===== config.mk =====
export PLATFORM = sky130hd
export DESIGN_NAME = regblk_top
export DESIGN_NICKNAME = d
export VERILOG_FILES = /design/src/hdl/regblk_pkg.sv /design/src/hdl/regblk_bus_if.sv /design/src/hdl/regblk_top.sv /design/src/hdl/status_regs.sv /design/src/hdl/control_regs.sv /design/src/hdl/apb_frontend.sv
export SDC_FILE = /design/constraint.sdc
export NUM_CORES = 1
export LEC_CHECK = 0
export ABC_AREA = 1
export BUFFER_PORTS_ARGS = -buffer_cell sky130_fd_sc_hd__buf_2
export CAP_MARGIN = 20
export CORE_MARGIN = 8
export CORE_UTILIZATION = 40
export CTS_CLUSTER_DIAMETER = 120
export DETAILED_ROUTE_END_ITERATION = 8
export GPL_TIMING_DRIVEN = 1
export PLACE_DENSITY = 0.8
export SYNTH_ARGS = -nofsm -noshare
export SYNTH_HDL_FRONTEND = slang
export SYNTH_SLANG_ARGS = --single-unit

===== constraint.sdc =====
create_clock -name clk -period 1.23 [get_ports clk]
set_clock_uncertainty 0.1 [all_clocks]
set_input_delay 0.0615 -clock clk [delete_from_list [all_inputs] [get_ports clk]]
set_output_delay 0.0615 -clock clk [all_outputs]
set_load 0.05 [all_outputs]

===== src/hdl/regblk_pkg.sv =====
package regblk_pkg;

  // ------------------------------
  // Bus widths
  // ------------------------------
  localparam int ADDR_W   = 16;
  localparam int DATA_W   = 32;
  localparam int STRB_W   = DATA_W / 8;

  // Trigger and status bit count
  localparam int N_EVENTS = 4;

  // Read-only hardware value
  localparam int HW_W     = 16;

  typedef logic [ADDR_W-1:0]   addr_t;
  typedef logic [DATA_W-1:0]   data_t;
  typedef logic [STRB_W-1:0]   strb_t;
  typedef logic [N_EVENTS-1:0] event_t;

  // ------------------------------
  // Register map, byte offsets
  // ------------------------------
  localparam addr_t OFS_CTRL     = 16'h0000;
  localparam addr_t OFS_TRIGGER  = 16'h0004;
  localparam addr_t OFS_STATUS   = 16'h0008;
  localparam addr_t OFS_HW_VALUE = 16'h000C;

  // CTRL field positions
  // mode occupies the bits up to the irq-enable field
  localparam int CTRL_MODE_LSB   = 0;
  localparam int CTRL_IRQ_EN_LSB = 4;

endpackage

===== src/hdl/regblk_bus_if.sv =====
`timescale 1ns/10ps

interface regblk_bus_if (
  input logic clk
);

  // Request side, driven by the APB frontend
  logic              req;
  logic              write;
  regblk_pkg::addr_t offset;
  regblk_pkg::data_t wdata;
  regblk_pkg::strb_t strb;

  // Response side, combinational in the register module
  logic              hit;
  regblk_pkg::data_t rdata;

  modport master (
    input  clk,
    output req,
    output write,
    output offset,
    output wdata,
    output strb,
    input  hit,
    input  rdata
  );

  modport slave (
    input  clk,
    input  req,
    input  write,
    input  offset,
    input  wdata,
    input  strb,
    output hit,
    output rdata
  );

endinterface


===== src/hdl/regblk_top.sv =====
`timescale 1ns/10ps

module regblk_top #(
  parameter regblk_pkg::addr_t BASE_ADDR         = 16'h1000,
  parameter regblk_pkg::data_t DEFAULT_READ_DATA = 32'hDEAD_BEAF,
  parameter regblk_pkg::data_t CTRL_RESET        = 32'h0000_0000
) (
  input  logic                          clk,
  input  logic                          i_arst_n,

  // APB slave
  input  logic                          i_psel,
  input  logic                          i_penable,
  input  regblk_pkg::addr_t             i_paddr,
  input  logic                          i_pwrite,
  input  regblk_pkg::strb_t             i_pstrb,
  input  regblk_pkg::data_t             i_pwdata,
  output logic                          o_pready,
  output regblk_pkg::data_t             o_prdata,
  output logic                          o_pslverr,

  // Register fields
  output logic [3:0]                    o_ctrl_mode,
  output regblk_pkg::event_t            o_irq_en,
  output regblk_pkg::event_t            o_trigger,
  input  regblk_pkg::event_t            i_status_set,
  output regblk_pkg::event_t            o_status,
  output logic                          o_irq,
  input  logic [regblk_pkg::HW_W-1:0]   i_hw_value
);

  regblk_pkg::event_t irq_en;

  regblk_bus_if ctrl_bus (
    .clk (clk)
  );

  regblk_bus_if stat_bus (
    .clk (clk)
  );

  // ------------------------------
  // APB side
  // ------------------------------
  apb_frontend #(
    .BASE_ADDR         (BASE_ADDR        ),
    .DEFAULT_READ_DATA (DEFAULT_READ_DATA)
  ) u_apb_frontend (
    .clk       (clk      ),
    .i_arst_n  (i_arst_n ),
    .i_psel    (i_psel   ),
    .i_penable (i_penable),
    .i_paddr   (i_paddr  ),
    .i_pwrite  (i_pwrite ),
    .i_pstrb   (i_pstrb  ),
    .i_pwdata  (i_pwdata ),
    .o_pready  (o_pready ),
    .o_prdata  (o_prdata ),
    .o_pslverr (o_pslverr),
    .ctrl_bus  (ctrl_bus ),
    .stat_bus  (stat_bus )
  );

  // ------------------------------
  // Registers
  // ------------------------------
  control_regs #(
    .CTRL_RESET (CTRL_RESET)
  ) u_control_regs (
    .clk         (clk        ),
    .i_arst_n    (i_arst_n   ),
    .bus         (ctrl_bus   ),
    .o_ctrl_mode (o_ctrl_mode),
    .o_irq_en    (irq_en     ),
    .o_trigger   (o_trigger  )
  );

  status_regs u_status_regs (
    .clk          (clk         ),
    .i_arst_n     (i_arst_n    ),
    .bus          (stat_bus    ),
    .i_irq_en     (irq_en      ),
    .i_status_set (i_status_set),
    .o_status     (o_status    ),
    .o_irq        (o_irq       ),
    .i_hw_value   (i_hw_value  )
  );

  assign o_irq_en = irq_en;

endmodule


===== src/hdl/status_regs.sv =====
`timescale 1ns/10ps

module status_regs (
  input  logic                          clk,
  input  logic                          i_arst_n,
  regblk_bus_if.slave                   bus,
  input  regblk_pkg::event_t            i_irq_en,
  input  regblk_pkg::event_t            i_status_set,
  output regblk_pkg::event_t            o_status,
  output logic                          o_irq,
  input  logic [regblk_pkg::HW_W-1:0]   i_hw_value
);

  logic                        sel_status;
  logic                        sel_hw_value;
  regblk_pkg::event_t          status_clr;
  regblk_pkg::event_t          status_q;
  logic [regblk_pkg::HW_W-1:0] hw_value_q;

  // ------------------------------
  // Offset decode
  // ------------------------------
  assign sel_status   = (bus.offset == regblk_pkg::OFS_STATUS);
  assign sel_hw_value = (bus.offset == regblk_pkg::OFS_HW_VALUE);

  // HW_VALUE writes hit but change nothing
  assign bus.hit      = sel_status | sel_hw_value;

  // ------------------------------
  // STATUS, sticky bits
  // ------------------------------
  always_comb begin
    status_clr = '0;
    if (bus.req && bus.write && sel_status && bus.strb[0]) begin
      status_clr = bus.wdata[regblk_pkg::N_EVENTS-1:0];
    end
  end

  // Hardware set wins over a clear in the same cycle
  always_ff @(posedge clk or negedge i_arst_n) begin
    if (!i_arst_n) begin
      status_q <= '0;
    end else begin
      status_q <= (status_q & ~status_clr) | i_status_set;
    end
  end

  assign o_status = status_q;
  assign o_irq    = |(status_q & i_irq_en);

  // ------------------------------
  // HW_VALUE, sampled every cycle
  // ------------------------------
  always_ff @(posedge clk) begin
    hw_value_q <= i_hw_value;
  end

  always_comb begin
    bus.rdata = '0;
    if (sel_status) begin
      bus.rdata[regblk_pkg::N_EVENTS-1:0] = status_q;
    end else if (sel_hw_value) begin
      bus.rdata[regblk_pkg::HW_W-1:0] = hw_value_q;
    end
  end

endmodule


===== src/hdl/control_regs.sv =====
`timescale 1ns/10ps

module control_regs #(
  parameter regblk_pkg::data_t CTRL_RESET = 32'h0000_0000
) (
  input  logic                clk,
  input  logic                i_arst_n,
  regblk_bus_if.slave         bus,
  output logic [3:0]          o_ctrl_mode,
  output regblk_pkg::event_t  o_irq_en,
  output regblk_pkg::event_t  o_trigger
);

  localparam int MODE_W = regblk_pkg::CTRL_IRQ_EN_LSB - regblk_pkg::CTRL_MODE_LSB;

  logic               sel_ctrl;
  logic               sel_trigger;
  logic               ctrl_we;
  logic               trigger_we;
  regblk_pkg::data_t  ctrl_q;
  regblk_pkg::event_t trigger_q;

  // ------------------------------
  // Offset decode
  // ------------------------------
  assign sel_ctrl    = (bus.offset == regblk_pkg::OFS_CTRL);
  assign sel_trigger = (bus.offset == regblk_pkg::OFS_TRIGGER);

  assign bus.hit     = sel_ctrl | sel_trigger;

  assign ctrl_we     = bus.req & bus.write & sel_ctrl;
  assign trigger_we  = bus.req & bus.write & sel_trigger & bus.strb[0];

  // ------------------------------
  // CTRL register
  // ------------------------------
  always_ff @(posedge clk or negedge i_arst_n) begin
    if (!i_arst_n) begin
      ctrl_q <= CTRL_RESET;
    end else if (ctrl_we) begin
      for (int i = 0; i < regblk_pkg::STRB_W; i++) begin
        if (bus.strb[i]) begin
          ctrl_q[8*i +: 8] <= bus.wdata[8*i +: 8];
        end
      end
    end
  end

  assign o_ctrl_mode = ctrl_q[regblk_pkg::CTRL_MODE_LSB +: MODE_W];
  assign o_irq_en    = ctrl_q[regblk_pkg::CTRL_IRQ_EN_LSB +: regblk_pkg::N_EVENTS];

  // ------------------------------
  // TRIGGER, write one to pulse
  // ------------------------------
  // Cleared every cycle, so each written one lasts a single cycle
  always_ff @(posedge clk or negedge i_arst_n) begin
    if (!i_arst_n) begin
      trigger_q <= '0;
    end else if (trigger_we) begin
      trigger_q <= bus.wdata[regblk_pkg::N_EVENTS-1:0];
    end else begin
      trigger_q <= '0;
    end
  end

  assign o_trigger = trigger_q;

  // Read back, TRIGGER reads as zero
  always_comb begin
    if (sel_ctrl) begin
      bus.rdata = ctrl_q;
    end else begin
      bus.rdata = '0;
    end
  end

endmodule


===== src/hdl/apb_frontend.sv =====
`timescale 1ns/10ps

module apb_frontend #(
  parameter regblk_pkg::addr_t BASE_ADDR         = 16'h1000,
  parameter regblk_pkg::data_t DEFAULT_READ_DATA = 32'hDEAD_BEAF
) (
  input  logic                clk,
  input  logic                i_arst_n,
  input  logic                i_psel,
  input  logic                i_penable,
  input  regblk_pkg::addr_t   i_paddr,
  input  logic                i_pwrite,
  input  regblk_pkg::strb_t   i_pstrb,
  input  regblk_pkg::data_t   i_pwdata,
  output logic                o_pready,
  output regblk_pkg::data_t   o_prdata,
  output logic                o_pslverr,
  regblk_bus_if.master        ctrl_bus,
  regblk_bus_if.master        stat_bus
);

  // 4 KB window, upper address bits select the block
  localparam int WIN_W = 12;

  logic              setup_phase;
  logic              access_phase;
  logic              in_window;
  logic              miss;
  logic              err_q;
  regblk_pkg::addr_t offset;

  // ------------------------------
  // Phase and address decode
  // ------------------------------
  assign setup_phase  = i_psel & ~i_penable;
  assign access_phase = i_psel & i_penable;

  assign in_window = (i_paddr[regblk_pkg::ADDR_W-1:WIN_W]
                      == BASE_ADDR[regblk_pkg::ADDR_W-1:WIN_W]);
  assign offset    = i_paddr - BASE_ADDR;

  // ------------------------------
  // Requests toward register modules
  // ------------------------------
  assign ctrl_bus.req    = access_phase & in_window;
  assign ctrl_bus.write  = i_pwrite;
  assign ctrl_bus.offset = offset;
  assign ctrl_bus.wdata  = i_pwdata;
  assign ctrl_bus.strb   = i_pstrb;

  assign stat_bus.req    = access_phase & in_window;
  assign stat_bus.write  = i_pwrite;
  assign stat_bus.offset = offset;
  assign stat_bus.wdata  = i_pwdata;
  assign stat_bus.strb   = i_pstrb;

  // ------------------------------
  // Response
  // ------------------------------
  // Offsets decoded outside the window do not count
  assign miss = ~in_window | ~(ctrl_bus.hit | stat_bus.hit);

  // Address is stable from setup to access, so the error is known a cycle early
  always_ff @(posedge clk or negedge i_arst_n) begin
    if (!i_arst_n) begin
      err_q <= 1'b0;
    end else if (setup_phase) begin
      err_q <= miss;
    end
  end

  always_comb begin
    if (miss) begin
      o_prdata = DEFAULT_READ_DATA;
    end else if (ctrl_bus.hit) begin
      o_prdata = ctrl_bus.rdata;
    end else begin
      o_prdata = stat_bus.rdata;
    end
  end

  // Zero wait states
  assign o_pready  = access_phase;
  assign o_pslverr = access_phase & err_q;

endmodule


==> flow_summary.json, run 1 <==
{
  "status": "finished with violations",
  "violations": "setup timing",
  "fp.dieArea_sq_um": 9390,
  "cts_buffer_depth": 2,
  "period_share_pct": 129,
  "wl_um": 12700,
  "numCtsBuffers": 9,
  "end_kind": "output pin",
  "place_ws_ns": -0.304,
  "drc": 0,
  "async_flop_share_pct": 71.9,
  "r2r_slack_ns": 0.35,
  "path_buf_inv": 3,
  "synth.top_cells.by_count": "nand2_1, nand3_1, dfrtp_1",
  "initial_core_util_pct": 41.2,
  "via_count": 3276,
  "rows": 29,
  "nets": 636,
  "cp_slowest_cell": "nor2_4",
  "grt_max_degree": 28,
  "fin_crit_ns": 1.58,
  "ys_seq_elements": 57,
  "ff2ff_path_depth": 3,
  "syn_to_final_growth_pct": 115,
  "synthTopCellsByArea": "dfrtp_1, nand2_1, dfxtp_1",
  "slew_violations": 0,
  "critical_path.endpoint": "o_prdata[1]",
  "synth_flop_cell": "dfrtp_1",
  "place_congestion": 0.825,
  "drive_gt1_share_pct": 56.7,
  "crit_family": "simple AND/OR/NAND/NOR gates",
  "grt_pass1_wl_um": 16200,
  "via_per_inst": 5.10,
  "tightest_slew_ns": 0.399,
  "die_w_um": 96.9,
  "core_sq_um": 6350,
  "synth_fp_nets": 425,
  "synth_cell_types": 20,
  "syn_inst": 348,
  "grt_usage_pct": 21.1,
  "drtIter0Drc": 134,
  "ir_drop_v": 0.000882,
  "final_util_pct": 88.8,
  "yosys_warnings": 0,
  "synth-edff-count": 0,
  "netlist_area_sq_um": 2620,
  "wl_per_cell_um": 19.7,
  "grt_pass1_vias": 3323,
  "synth.top_cell.area_share_pct": 39.2,
  "path_clk_slew_ns": 0.08,
  "worst_slack_ns": -0.352,
  "regArea_sq_um": 1350,
  "clk_latency_ns": 0.34,
  "path_cells": "buf_6 > nor2_4 > nand2_1 > nor2_4 > buf_4 > nand2_2 > nor2_1 > nor2_1 > nand3_2 > buf_8",
  "die_h_um": 96.9,
  "cts_tree": "yes",
  "hold_viol_final": 0,
  "rsz0062_at_grt": "true",
  "antenna_found_initial": 1,
  "max_slew_margin_pct": 73.4,
  "htree_levels": 3,
  "path_depth": 10,
  "num_io_pins": 128,
  "reg2reg_from": "u_control_regs.ctrl_q[4]$_DFFE_PN0P_",
  "fillers": 283,
  "slowest_delay_ns": 0.22,
  "drtAntennaViolNets": 0,
  "r2r-end": "u_control_regs.ctrl_q[4]$_DFFE_PN0P_",
  "io_buffers": 127,
  "synth_top_cell_by_area": "dfrtp_1",
  "setup.worst_path.start_class": "input port",
  "cp.arrival_ns": 1.42,
  "yosysMostFrequentCell": "nand2_1",
  "setup_viol": 60,
  "clock-sinks": 57,
  "maxCapViolCount": 0,
  "synth_seq_area_share_pct": 51.4,
  "crit_path_start": "i_paddr[0]",
  "clock-root-buffer": "clkbuf_8",
  "max_freq_mhz": 632,
  "path_max_fanout": 5,
  "leakagePower_nw": 2.83,
  "multi_input_area_sq_um": 1760,
  "dr.pass1.iters": 7,
  "dp_hpwl_um": 6200,
  "crit_type": "in2out",
  "required_ns": 1.07,
  "gr-total-overflow": 0,
  "synth.avg_cell_area_sq_um": 7.52,
  "p_per_area_nw_per_um2": 770,
  "hold_path_class": "in2async"
}
flip-flops by register name, indices dropped and copies added (netlist names):
signal                    cells
u_control_regs.ctrl_q        32
u_status_regs.hw_value_q     16
u_control_regs.o_trigger      4
u_status_regs.o_status        4
u_apb_frontend.err_q          1
worst min-delay path by stage:
stage | startpoint | to
detailed placement | i_arst_n | u_control_regs.ctrl_q[4]$_DFFE_PN0P_
global placement | i_arst_n | u_control_regs.ctrl_q[4]$_DFFE_PN0P_
global route | i_arst_n | u_control_regs.o_trigger[3]$_DFF_PN0_
finish | i_arst_n | u_control_regs.o_trigger[3]$_DFF_PN0_
floorplan | i_arst_n | u_apb_frontend.err_q$_DFFE_PN0P_
CTS | i_arst_n | u_control_regs.ctrl_q[4]$_DFFE_PN0P_
cell type report:
cell class | instances | area share (%)
diodes | 1 | 0.0444
multi-input cells | 244 | 31.2
inverters | 28 | 2.17
well taps | 77 | 1.71
repair buffers | 219 | 37.2
flip-flops and latches | 57 | 23.9
clock inverters | 6 | 1.46
clock buffers | 10 | 2.26
repair_timing:
item	CTS	global route
hold buffers	57	0
gates resized for setup	149	165
setup buffers	10	4
hold endpoints to repair	98	0
cloned	3	3
pin swaps	8	59
setup endpoints to repair	34	75
metrics by stage:
step | total power [mW] | setup TNS, ns | cell area [sq um] | hold WS (ns) | cells
after CTS | 4.21 | -5.30 | 4940 | 0.0714 | 638
after global routing | 4.46 | -15.12 | 5640 | 0.100 | 642
after detailed placement | 2.18 | -15.88 | 3510 | -0.0977 | 552
after floorplan | 2.01 | -3.67 | 2700 | -0.334 | 348
final | 4.34 | -11.34 | 5640 | 0.0771 | 642
after global placement | 2.18 | -13.55 | 3510 | -0.0980 | 552
kinds of logic (layout without fill, tap and decap cells):
kind of cell           Yosys count  in the layout  share of synthesized area [%]
AO/OA/AOI/OAI                    9              9                           1.86
other                            0              1                              0
AND/OR/NAND/NOR                234            235                           37.7
flip-flops                      57             57                           51.4
buffers and inverters           48            263                           9.03
cell usage in the layout (no fill, tap or decap), types with 9 or more instances in the layout:
master and instances:
nor2_4 19, nand2_2 47, nand3_1 18, nand2_4 25
dfrtp_1 38, nand2_1 75, buf_6 28, clkbuf_8 9
dlygate4sd3_1 57, inv_1 19, buf_8 29, buf_4 12
dfxtp_1 16, nor2_1 14, nand3_4 9, nand3_2 16
buf_2 75
worst reg2reg max path, cell delays in order, from the launching register on:
cell     delay [ns]
dfrtp_1        0.41
buf_4          0.15
nand2_1        0.07
nand2_1        0.05
power breakdown:
| group | switching [mW] | internal (mW) |
|---|---|---|
| sequential | 0.0165 | 1.90 |
| combinational | 0.218 | 0.269 |
| clock | 0.813 | 1.13 |
layer usage:
layer | vias up | track usage (%) | routed length, um
li1 | 1501 | - | -
met1 | 1590 | 21.1 | 4450
met2 | 144 | 40.1 | 7020
met5 | - | 0 | 0
met3 | 41 | 6.12 | 702
met4 | 0 | 7.57 | 486
(Power assumes the default switching activity.)
==> run 2, diff against run 1 <==
--- a/config.mk
+++ b/config.mk
@@ -7,13 +7,14 @@
 export LEC_CHECK = 0
 export ABC_AREA = 1
 export BUFFER_PORTS_ARGS = -buffer_cell sky130_fd_sc_hd__buf_2
-export CAP_MARGIN = 20
+export CAP_MARGIN = 10
 export CORE_MARGIN = 8
-export CORE_UTILIZATION = 40
+export CORE_UTILIZATION = 46
 export CTS_CLUSTER_DIAMETER = 120
 export DETAILED_ROUTE_END_ITERATION = 8
 export GPL_TIMING_DRIVEN = 1
-export PLACE_DENSITY = 0.8
+export HOLD_SLACK_MARGIN = 0.15
+export PLACE_DENSITY = 0.89
 export SYNTH_ARGS = -nofsm -noshare
 export SYNTH_HDL_FRONTEND = slang
 export SYNTH_SLANG_ARGS = --single-unit
==> run 2 against run 1 <==
The run now fails in global routing. Synthesized cell count unchanged. Synthesized area is the same.
==> flow_summary.json, run 2 <==
{
  "status": "stopped before the end",
  "lastStage": "global routing",
  "error": "[ERROR DPL-0038] Utilization greater than 100%, impossible to legalize",
  "synth-edff-count": 0,
  "die_h_um": 91.4,
  "io_buffers": 127,
  "yosysMostFrequentCell": "nand2_1",
  "initial_core_util_pct": 47.5,
  "clock-root-buffer": "clkbuf_8",
  "synth_fp_nets": 425,
  "ys_seq_elements": 57,
  "worstEpCategory": "top-level output",
  "clock-sinks": 57,
  "syn_inst": 348,
  "synth_cell_types": 20,
  "synth_seq_area_share_pct": 51.4,
  "grt_max_degree": 28,
  "synth.avg_cell_area_sq_um": 7.52,
  "die_w_um": 91.4,
  "numCtsBuffers": 9,
  "netlist_area_sq_um": 2620,
  "synth_flop_cell": "dfrtp_1",
  "place_congestion": 0.822,
  "cts_buffer_depth": 2,
  "num_io_pins": 128,
  "synthTopCellsByArea": "dfrtp_1, nand2_1, dfxtp_1",
  "synth_top_cell_by_area": "dfrtp_1",
  "async_flop_share_pct": 71.9,
  "htree_levels": 3,
  "yosys_warnings": 0,
  "rows": 27,
  "grt-worst-endpoint": "o_prdata[3]",
  "synth.top_cells.by_count": "nand2_1, nand3_1, dfrtp_1",
  "synth.top_cell.area_share_pct": 39.2,
  "dp_hpwl_um": 6350
}
==> run 2: cell counts after synthesis <==
No cell type changed its count.
==> run 2: metrics by stage <==
step                      instances  hold WS [ns]  TNS, ns  worst slack (ns)  area, sq um
after CTS                       641        0.0709    -4.05            -0.198         5240
after detailed placement        553        -0.101   -16.31            -0.301         3510
after global placement          553        -0.107   -13.03            -0.244         3510
after floorplan                 348        -0.334    -3.67            -0.196         2700
==> run 2: cells by family after synthesis <==
logic type	Yosys count	synth area share, %
buf+inv	48	9.03
compound gates	9	1.86
flops	57	51.4
simple gates	234	37.7
==> run 2: what timing repair did <==
item	CTS
endpoints found under the setup margin	34
buffers inserted	10
hold buffers	60
pin swaps	18
gates cloned	4
resized for setup	209
endpoints found under the hold margin	98
==> run 3, diff against run 2 <==
--- a/config.mk
+++ b/config.mk
@@ -9,12 +9,10 @@
 export BUFFER_PORTS_ARGS = -buffer_cell sky130_fd_sc_hd__buf_2
 export CAP_MARGIN = 10
 export CORE_MARGIN = 8
-export CORE_UTILIZATION = 46
-export CTS_CLUSTER_DIAMETER = 120
+export CORE_UTILIZATION = 40
 export DETAILED_ROUTE_END_ITERATION = 8
 export GPL_TIMING_DRIVEN = 1
-export HOLD_SLACK_MARGIN = 0.15
-export PLACE_DENSITY = 0.89
+export PLACE_DENSITY_LB_ADDON = 0.15
 export SYNTH_ARGS = -nofsm -noshare
 export SYNTH_HDL_FRONTEND = slang
 export SYNTH_SLANG_ARGS = --single-unit
==> run 3 against run 2 <==
The flow now finishes, with violations (setup timing).
==> flow_summary.json, run 3 (same netlist as run 1, synthesis figures left out) <==
{
  "num_antenna_cells": 0,
  "path_max_fanout": 5,
  "period_share_pct": 123,
  "p_per_area_nw_per_um2": 768,
  "dr.pass1.iters": 4,
  "drc": 0,
  "die_w_um": 96.9,
  "leakagePower_nw": 2.92,
  "violations": "setup timing",
  "die_h_um": 96.9,
  "syn_to_final_growth_pct": 119,
  "layout_common_cells": "buf_2, nand2_1, dlygate4sd3_1",
  "fin_total_pwr_mw": 4.40,
  "cp.arrival_ns": 1.35,
  "place_congestion": 0.795,
  "cp_slowest_cell": "nor2_1",
  "max_freq_mhz": 661,
  "worst_slack_ns": -0.283,
  "grt_max_degree": 42,
  "place_area_sq_um": 3580,
  "setup_viol": 57,
  "required_ns": 1.07,
  "wl_um": 12600,
  "hold_path_class": "in2reg",
  "max_slew_margin_pct": 79.9,
  "rsz0062_at_grt": "true",
  "path_cells": "buf_2 > nor2_1 > nand2_2 > nor2_4 > o21ai_2 > nand2_2 > buf_6 > buf_12 > nand3_2 > buf_6",
  "htree_levels": 3,
  "wl_per_cell_um": 19.1,
  "core_sq_um": 6350,
  "drive_gt1_share_pct": 56.4,
  "clock-root-buffer": "clkbuf_8",
  "grt_pass1_vias": 3178,
  "cts_tree": "yes",
  "drtAntennaViolNets": 0,
  "io_buffers": 127,
  "via_count": 3338,
  "regArea_sq_um": 1350,
  "slowest_delay_ns": 0.19,
  "fillers": 266,
  "gr-total-overflow": 0,
  "rows": 29,
  "end_kind": "output pin",
  "drtIter0Drc": 121,
  "grt_pass1_wl_um": 15500,
  "slew_violations": 0,
  "grt_usage_pct": 20.1,
  "initial_core_util_pct": 41.2,
  "fin_crit_ns": 1.51,
  "top_regs": "u_control_regs.ctrl_q x32, u_status_regs.hw_value_q x16",
  "dp_hpwl_um": 5910,
  "tightest_slew_ns": 0.301,
  "num_io_pins": 128,
  "final_common_cell": "buf_2",
  "setup.worst_path.start_class": "input port",
  "crit_type": "in2out",
  "via_per_inst": 5.07,
  "r2r_slack_ns": 0.31,
  "clock-sinks": 57,
  "clk_latency_ns": 0.34,
  "placed_cells": 561,
  "multi_input_area_sq_um": 1720,
  "finalInstanceArea_sq_um": 5720,
  "antenna_found_initial": 0,
  "numCtsBuffers": 9,
  "fp.dieArea_sq_um": 9390,
  "maxCapViolCount": 0,
  "final_cells": 659,
  "path_clk_slew_ns": 0.07,
  "cts_buffer_depth": 2,
  "hold_viol_final": 0,
  "ir_drop_v": 0.000683,
  "nets": 654,
  "top_register": "u_control_regs.ctrl_q",
  "largest_reg_flops": 32,
  "status": "finished with violations"
}
==> run 3: per-layer routing <==
metal	GRT usage (%)	up-vias	routed length [um]
met2	36.7	163	6990
met3	6.54	35	801
li1	-	1532	-
met4	7.57	0	427
met5	0	-	0
met1	20.7	1608	4350
==> run 3: where the power goes <==
group,leakage (nW),internal [mW],switching [mW]
logic,2.12,0.276,0.211
registers,0.683,1.90,0.0108
clock network,0.113,1.19,0.808
==> run 3: path summary, 6_finish.rpt <==
| kind | depth (start not counted) | endpoint | start |
|---|---|---|---|
| min in group asynchronous | 3 | u_control_regs.ctrl_q[1]$_DFFE_PN0P_ | i_arst_n |
| max in group asynchronous | 3 | u_control_regs.ctrl_q[6]$_DFFE_PN0P_ | i_arst_n |
| worst min register to register | 2 | u_control_regs.ctrl_q[20]$_DFFE_PN0P_ | u_control_regs.ctrl_q[20]$_DFFE_PN0P_ |
| worst min-delay path | 5 | u_control_regs.o_trigger[2]$_DFF_PN0_ | i_pstrb[0] |
| worst max register to register | 3 | u_control_regs.ctrl_q[5]$_DFFE_PN0P_ | u_control_regs.ctrl_q[5]$_DFFE_PN0P_ |
| worst max-delay path | 10 | o_prdata[15] | i_paddr[2] |
==> run 3: repair_timing <==
action                                  4_1_cts  5_1_grt
hold endpoints to repair                     98        0
buffers inserted                              9       12
pin swaps                                    13       34
cloned                                        1        6
resized for setup                           144      153
hold buffers                                 57        0
endpoints found under the setup margin       34       79
==> run 3: cell type report <==
type	count	share of cell area [%]
sequential	57	23.6
clock buffer	11	2.47
timing repair buffer	237	38.7
inverter	28	2.10
clock inverter	5	1.38
tap	77	1.68
multi-input combinational	244	30.1
==> run 3: critical path, delay by kind of cell <==
| family | cells | cell delay [ns] |
|---|---|---|
| simple gates | 5 | 0.60 |
| compound gates | 1 | 0.09 |
| buf+inv | 4 | 0.59 |
==> run 3: metrics by stage <==
step / setup TNS, ns / hold WS [ns] / util [%] / setup slack (ns)
final: -11.68 / 0.0602 / 90.1 / -0.283
after global routing: -14.80 / 0.0918 / 90.1 / -0.342
after detailed placement: -18.69 / -0.0502 / 56.4 / -0.312
after CTS: -7.30 / 0.0709 / 78.1 / -0.197
after floorplan: -3.67 / -0.334 / - / -0.196
after global placement: -17.24 / -0.0488 / 56.4 / -0.282
==> run 4, diff against run 3 <==
==> constraint.sdc (replaced) <==
create_clock -name clk -period 1.2 [get_ports clk]
set_clock_uncertainty 0.1 [all_clocks]
set_input_delay 0.06 -clock clk [delete_from_list [all_inputs] [get_ports clk]]
set_output_delay 0.06 -clock clk [all_outputs]
set_load 0.05 [all_outputs]
==> run 4 against run 3 <==
The run still ends with setup timing left. Sequential power is 3% higher. Setup slack worse by 0.020 ns. Via count increased by 0.57%. Combinational power increased by 2%. Critical path type unchanged.
==> flow_summary.json, run 4 (same netlist as run 1, synthesis figures left out) <==
{
  "p_comb_share_pct": 10.6,
  "grt_max_degree": 42,
  "htree_levels": 3,
  "largest_reg_flops": 32,
  "num_io_pins": 128,
  "fin_crit_ns": 1.50,
  "setup.worst_path.start_class": "input port",
  "crit_type": "in2out",
  "hold_path_class": "in2reg",
  "p_sw_share_pct": 21.9,
  "drtIter0Drc": 95,
  "reg2reg_from": "u_status_regs.o_status[0]$_DFF_PN0_",
  "r2r_slack_ns": 0.34,
  "end_kind": "output pin",
  "via_per_inst": 5.13,
  "status": "finished with violations",
  "rows": 29,
  "die_h_um": 96.9,
  "die_w_um": 96.9,
  "hp-start": "i_pstrb[0]",
  "path_max_fanout": 6,
  "gr-total-overflow": 0,
  "wl_um": 12700,
  "clock-root-buffer": "clkbuf_8",
  "cp.arrival_ns": 1.34,
  "rsz0062_at_grt": "true",
  "max_slew_margin_pct": 77.9,
  "top_register": "u_control_regs.ctrl_q",
  "seq_power_share_pct": 41.8,
  "layout_common_cells": "nand2_1, buf_2, dlygate4sd3_1",
  "nets": 649,
  "antenna_found_initial": 1,
  "wl_per_cell_um": 19.4,
  "final_cells": 655,
  "drive_gt1_share_pct": 60.0,
  "cts_tree": "yes",
  "leakagePower_nw": 2.82,
  "placed_cells": 555,
  "cts_buffer_depth": 2,
  "via_count": 3357,
  "grt_usage_pct": 20.4,
  "required_ns": 1.04,
  "r2r-end": "u_status_regs.o_status[0]$_DFF_PN0_",
  "ir_drop_v": 0.000703,
  "dr.pass1.iters": 5,
  "initial_core_util_pct": 41.2,
  "ff2ff_path_depth": 3,
  "setup_viol": 66,
  "final_common_cell": "nand2_1",
  "drc": 0,
  "max_freq_mhz": 665,
  "drtAntennaViolNets": 0,
  "worst_slack_ns": -0.303,
  "violations": "setup timing",
  "period_share_pct": 125,
  "fp.dieArea_sq_um": 9390,
  "top_regs": "u_control_regs.ctrl_q x32, u_status_regs.hw_value_q x16",
  "clock-sinks": 57,
  "grt_pass1_vias": 3250,
  "path_clk_slew_ns": 0.06,
  "power_frac_clock_pct": 47.6,
  "intPower_mw": 3.65,
  "fin_hold_ws_ns": 0.0716,
  "syn_to_final_growth_pct": 122,
  "fin_total_pwr_mw": 4.68,
  "maxCapViolCount": 0,
  "p_sw_mw": 1.03,
  "final_util_pct": 91.4,
  "hold_viol_final": 0,
  "core_sq_um": 6350,
  "p_per_area_nw_per_um2": 805,
  "slew_violations": 0,
  "io_buffers": 127,
  "dp_hpwl_um": 6010,
  "numCtsBuffers": 9,
  "grt_pass1_wl_um": 15500,
  "place_ws_ns": -0.325,
  "tightest_slew_ns": 0.332,
  "clk_latency_ns": 0.34,
  "holdPathStages": 5,
  "place_congestion": 0.795,
  "min_to": "u_control_regs.o_trigger[2]$_DFF_PN0_"
}
-- run 4: cell types whose count changed in the layout (fill, tap and decap cells not counted), moves of 6 or more --
cell,delta
nand2_1,+12
nor2_2,+9
buf_8,+10
buf_4,-6
nand3_2,+20
nand2_2,-9
nand3_1,-17
nor2_1,-9
-- run 4: through the flow --
stage | setup TNS (ns) | area [sq um]
final | -12.36 | 5810
after global routing | -16.16 | 5810
after CTS | -7.64 | 4960
after detailed placement | -18.77 | 3560
after global placement | -16.19 | 3560
after floorplan | -3.64 | 2730
-- run 4: metal layers --
metal  up-vias  part of all wire [%]  track usage (%)
li1       1522                     -                -
met1      1635                    33             20.0
met2       155                    56             38.0
met3        45                   5.8             5.83
met4         0                   4.3             9.70
met5         -                     0                0
-- run 4: layout make-up --
class / count / area [sq um]
repair buffers: 232 / 2210
multi-input cells: 244 / 1780
flip-flops and latches: 57 / 1360
fillers: 242 / 544
clock buffers: 11 / 141
inverters: 28 / 120
clock inverters: 5 / 103
well taps: 77 / 96.3
diodes: 1 / 2.50
-- run 4: worst max-delay path: stages --
cell     delay (ns)
buf_6          0.07
inv_2          0.02
nor2_2         0.12
nand2_2        0.09
nor2_4         0.20
o21ai_2        0.13
nand2_2        0.16
buf_6          0.14
buf_12         0.14
nand2_4        0.06
buf_8          0.15
-- run 4: repair_timing --
action	in CTS	in global routing
hold buffers	57	0
endpoints found under the setup margin	36	67
resized for setup	144	188
pin swaps	14	58
hold endpoints to repair	98	0
buffers inserted	9	13
cloned	2	4
-- run 4: how the worst max path moves through the flow --
stage / depth (start not counted) / from / slack [ns] / endpoint
finish: 11 / i_paddr[12] / -0.30 / o_prdata[31]
global route: 10 / i_paddr[0] / -0.35 / o_prdata[25]
CTS: 11 / i_paddr[12] / -0.22 / o_prdata[1]
detailed placement: 9 / i_paddr[1] / -0.32 / o_prdata[19]
global placement: 10 / i_paddr[1] / -0.28 / o_prdata[16]
floorplan: 8 / i_paddr[11] / -0.20 / o_prdata[12]
-- run 4: power by group through the flow --
stage,sequential [mW],clock [mW],combinational (mW)
2_1_floorplan,1.99,0,0.0670
3_3_place_gp,1.99,0,0.247
3_5_place_dp,1.99,0,0.252
4_1_cts,1.95,2.23,0.417
5_1_grt,1.96,2.33,0.525
6_report,1.96,2.22,0.496
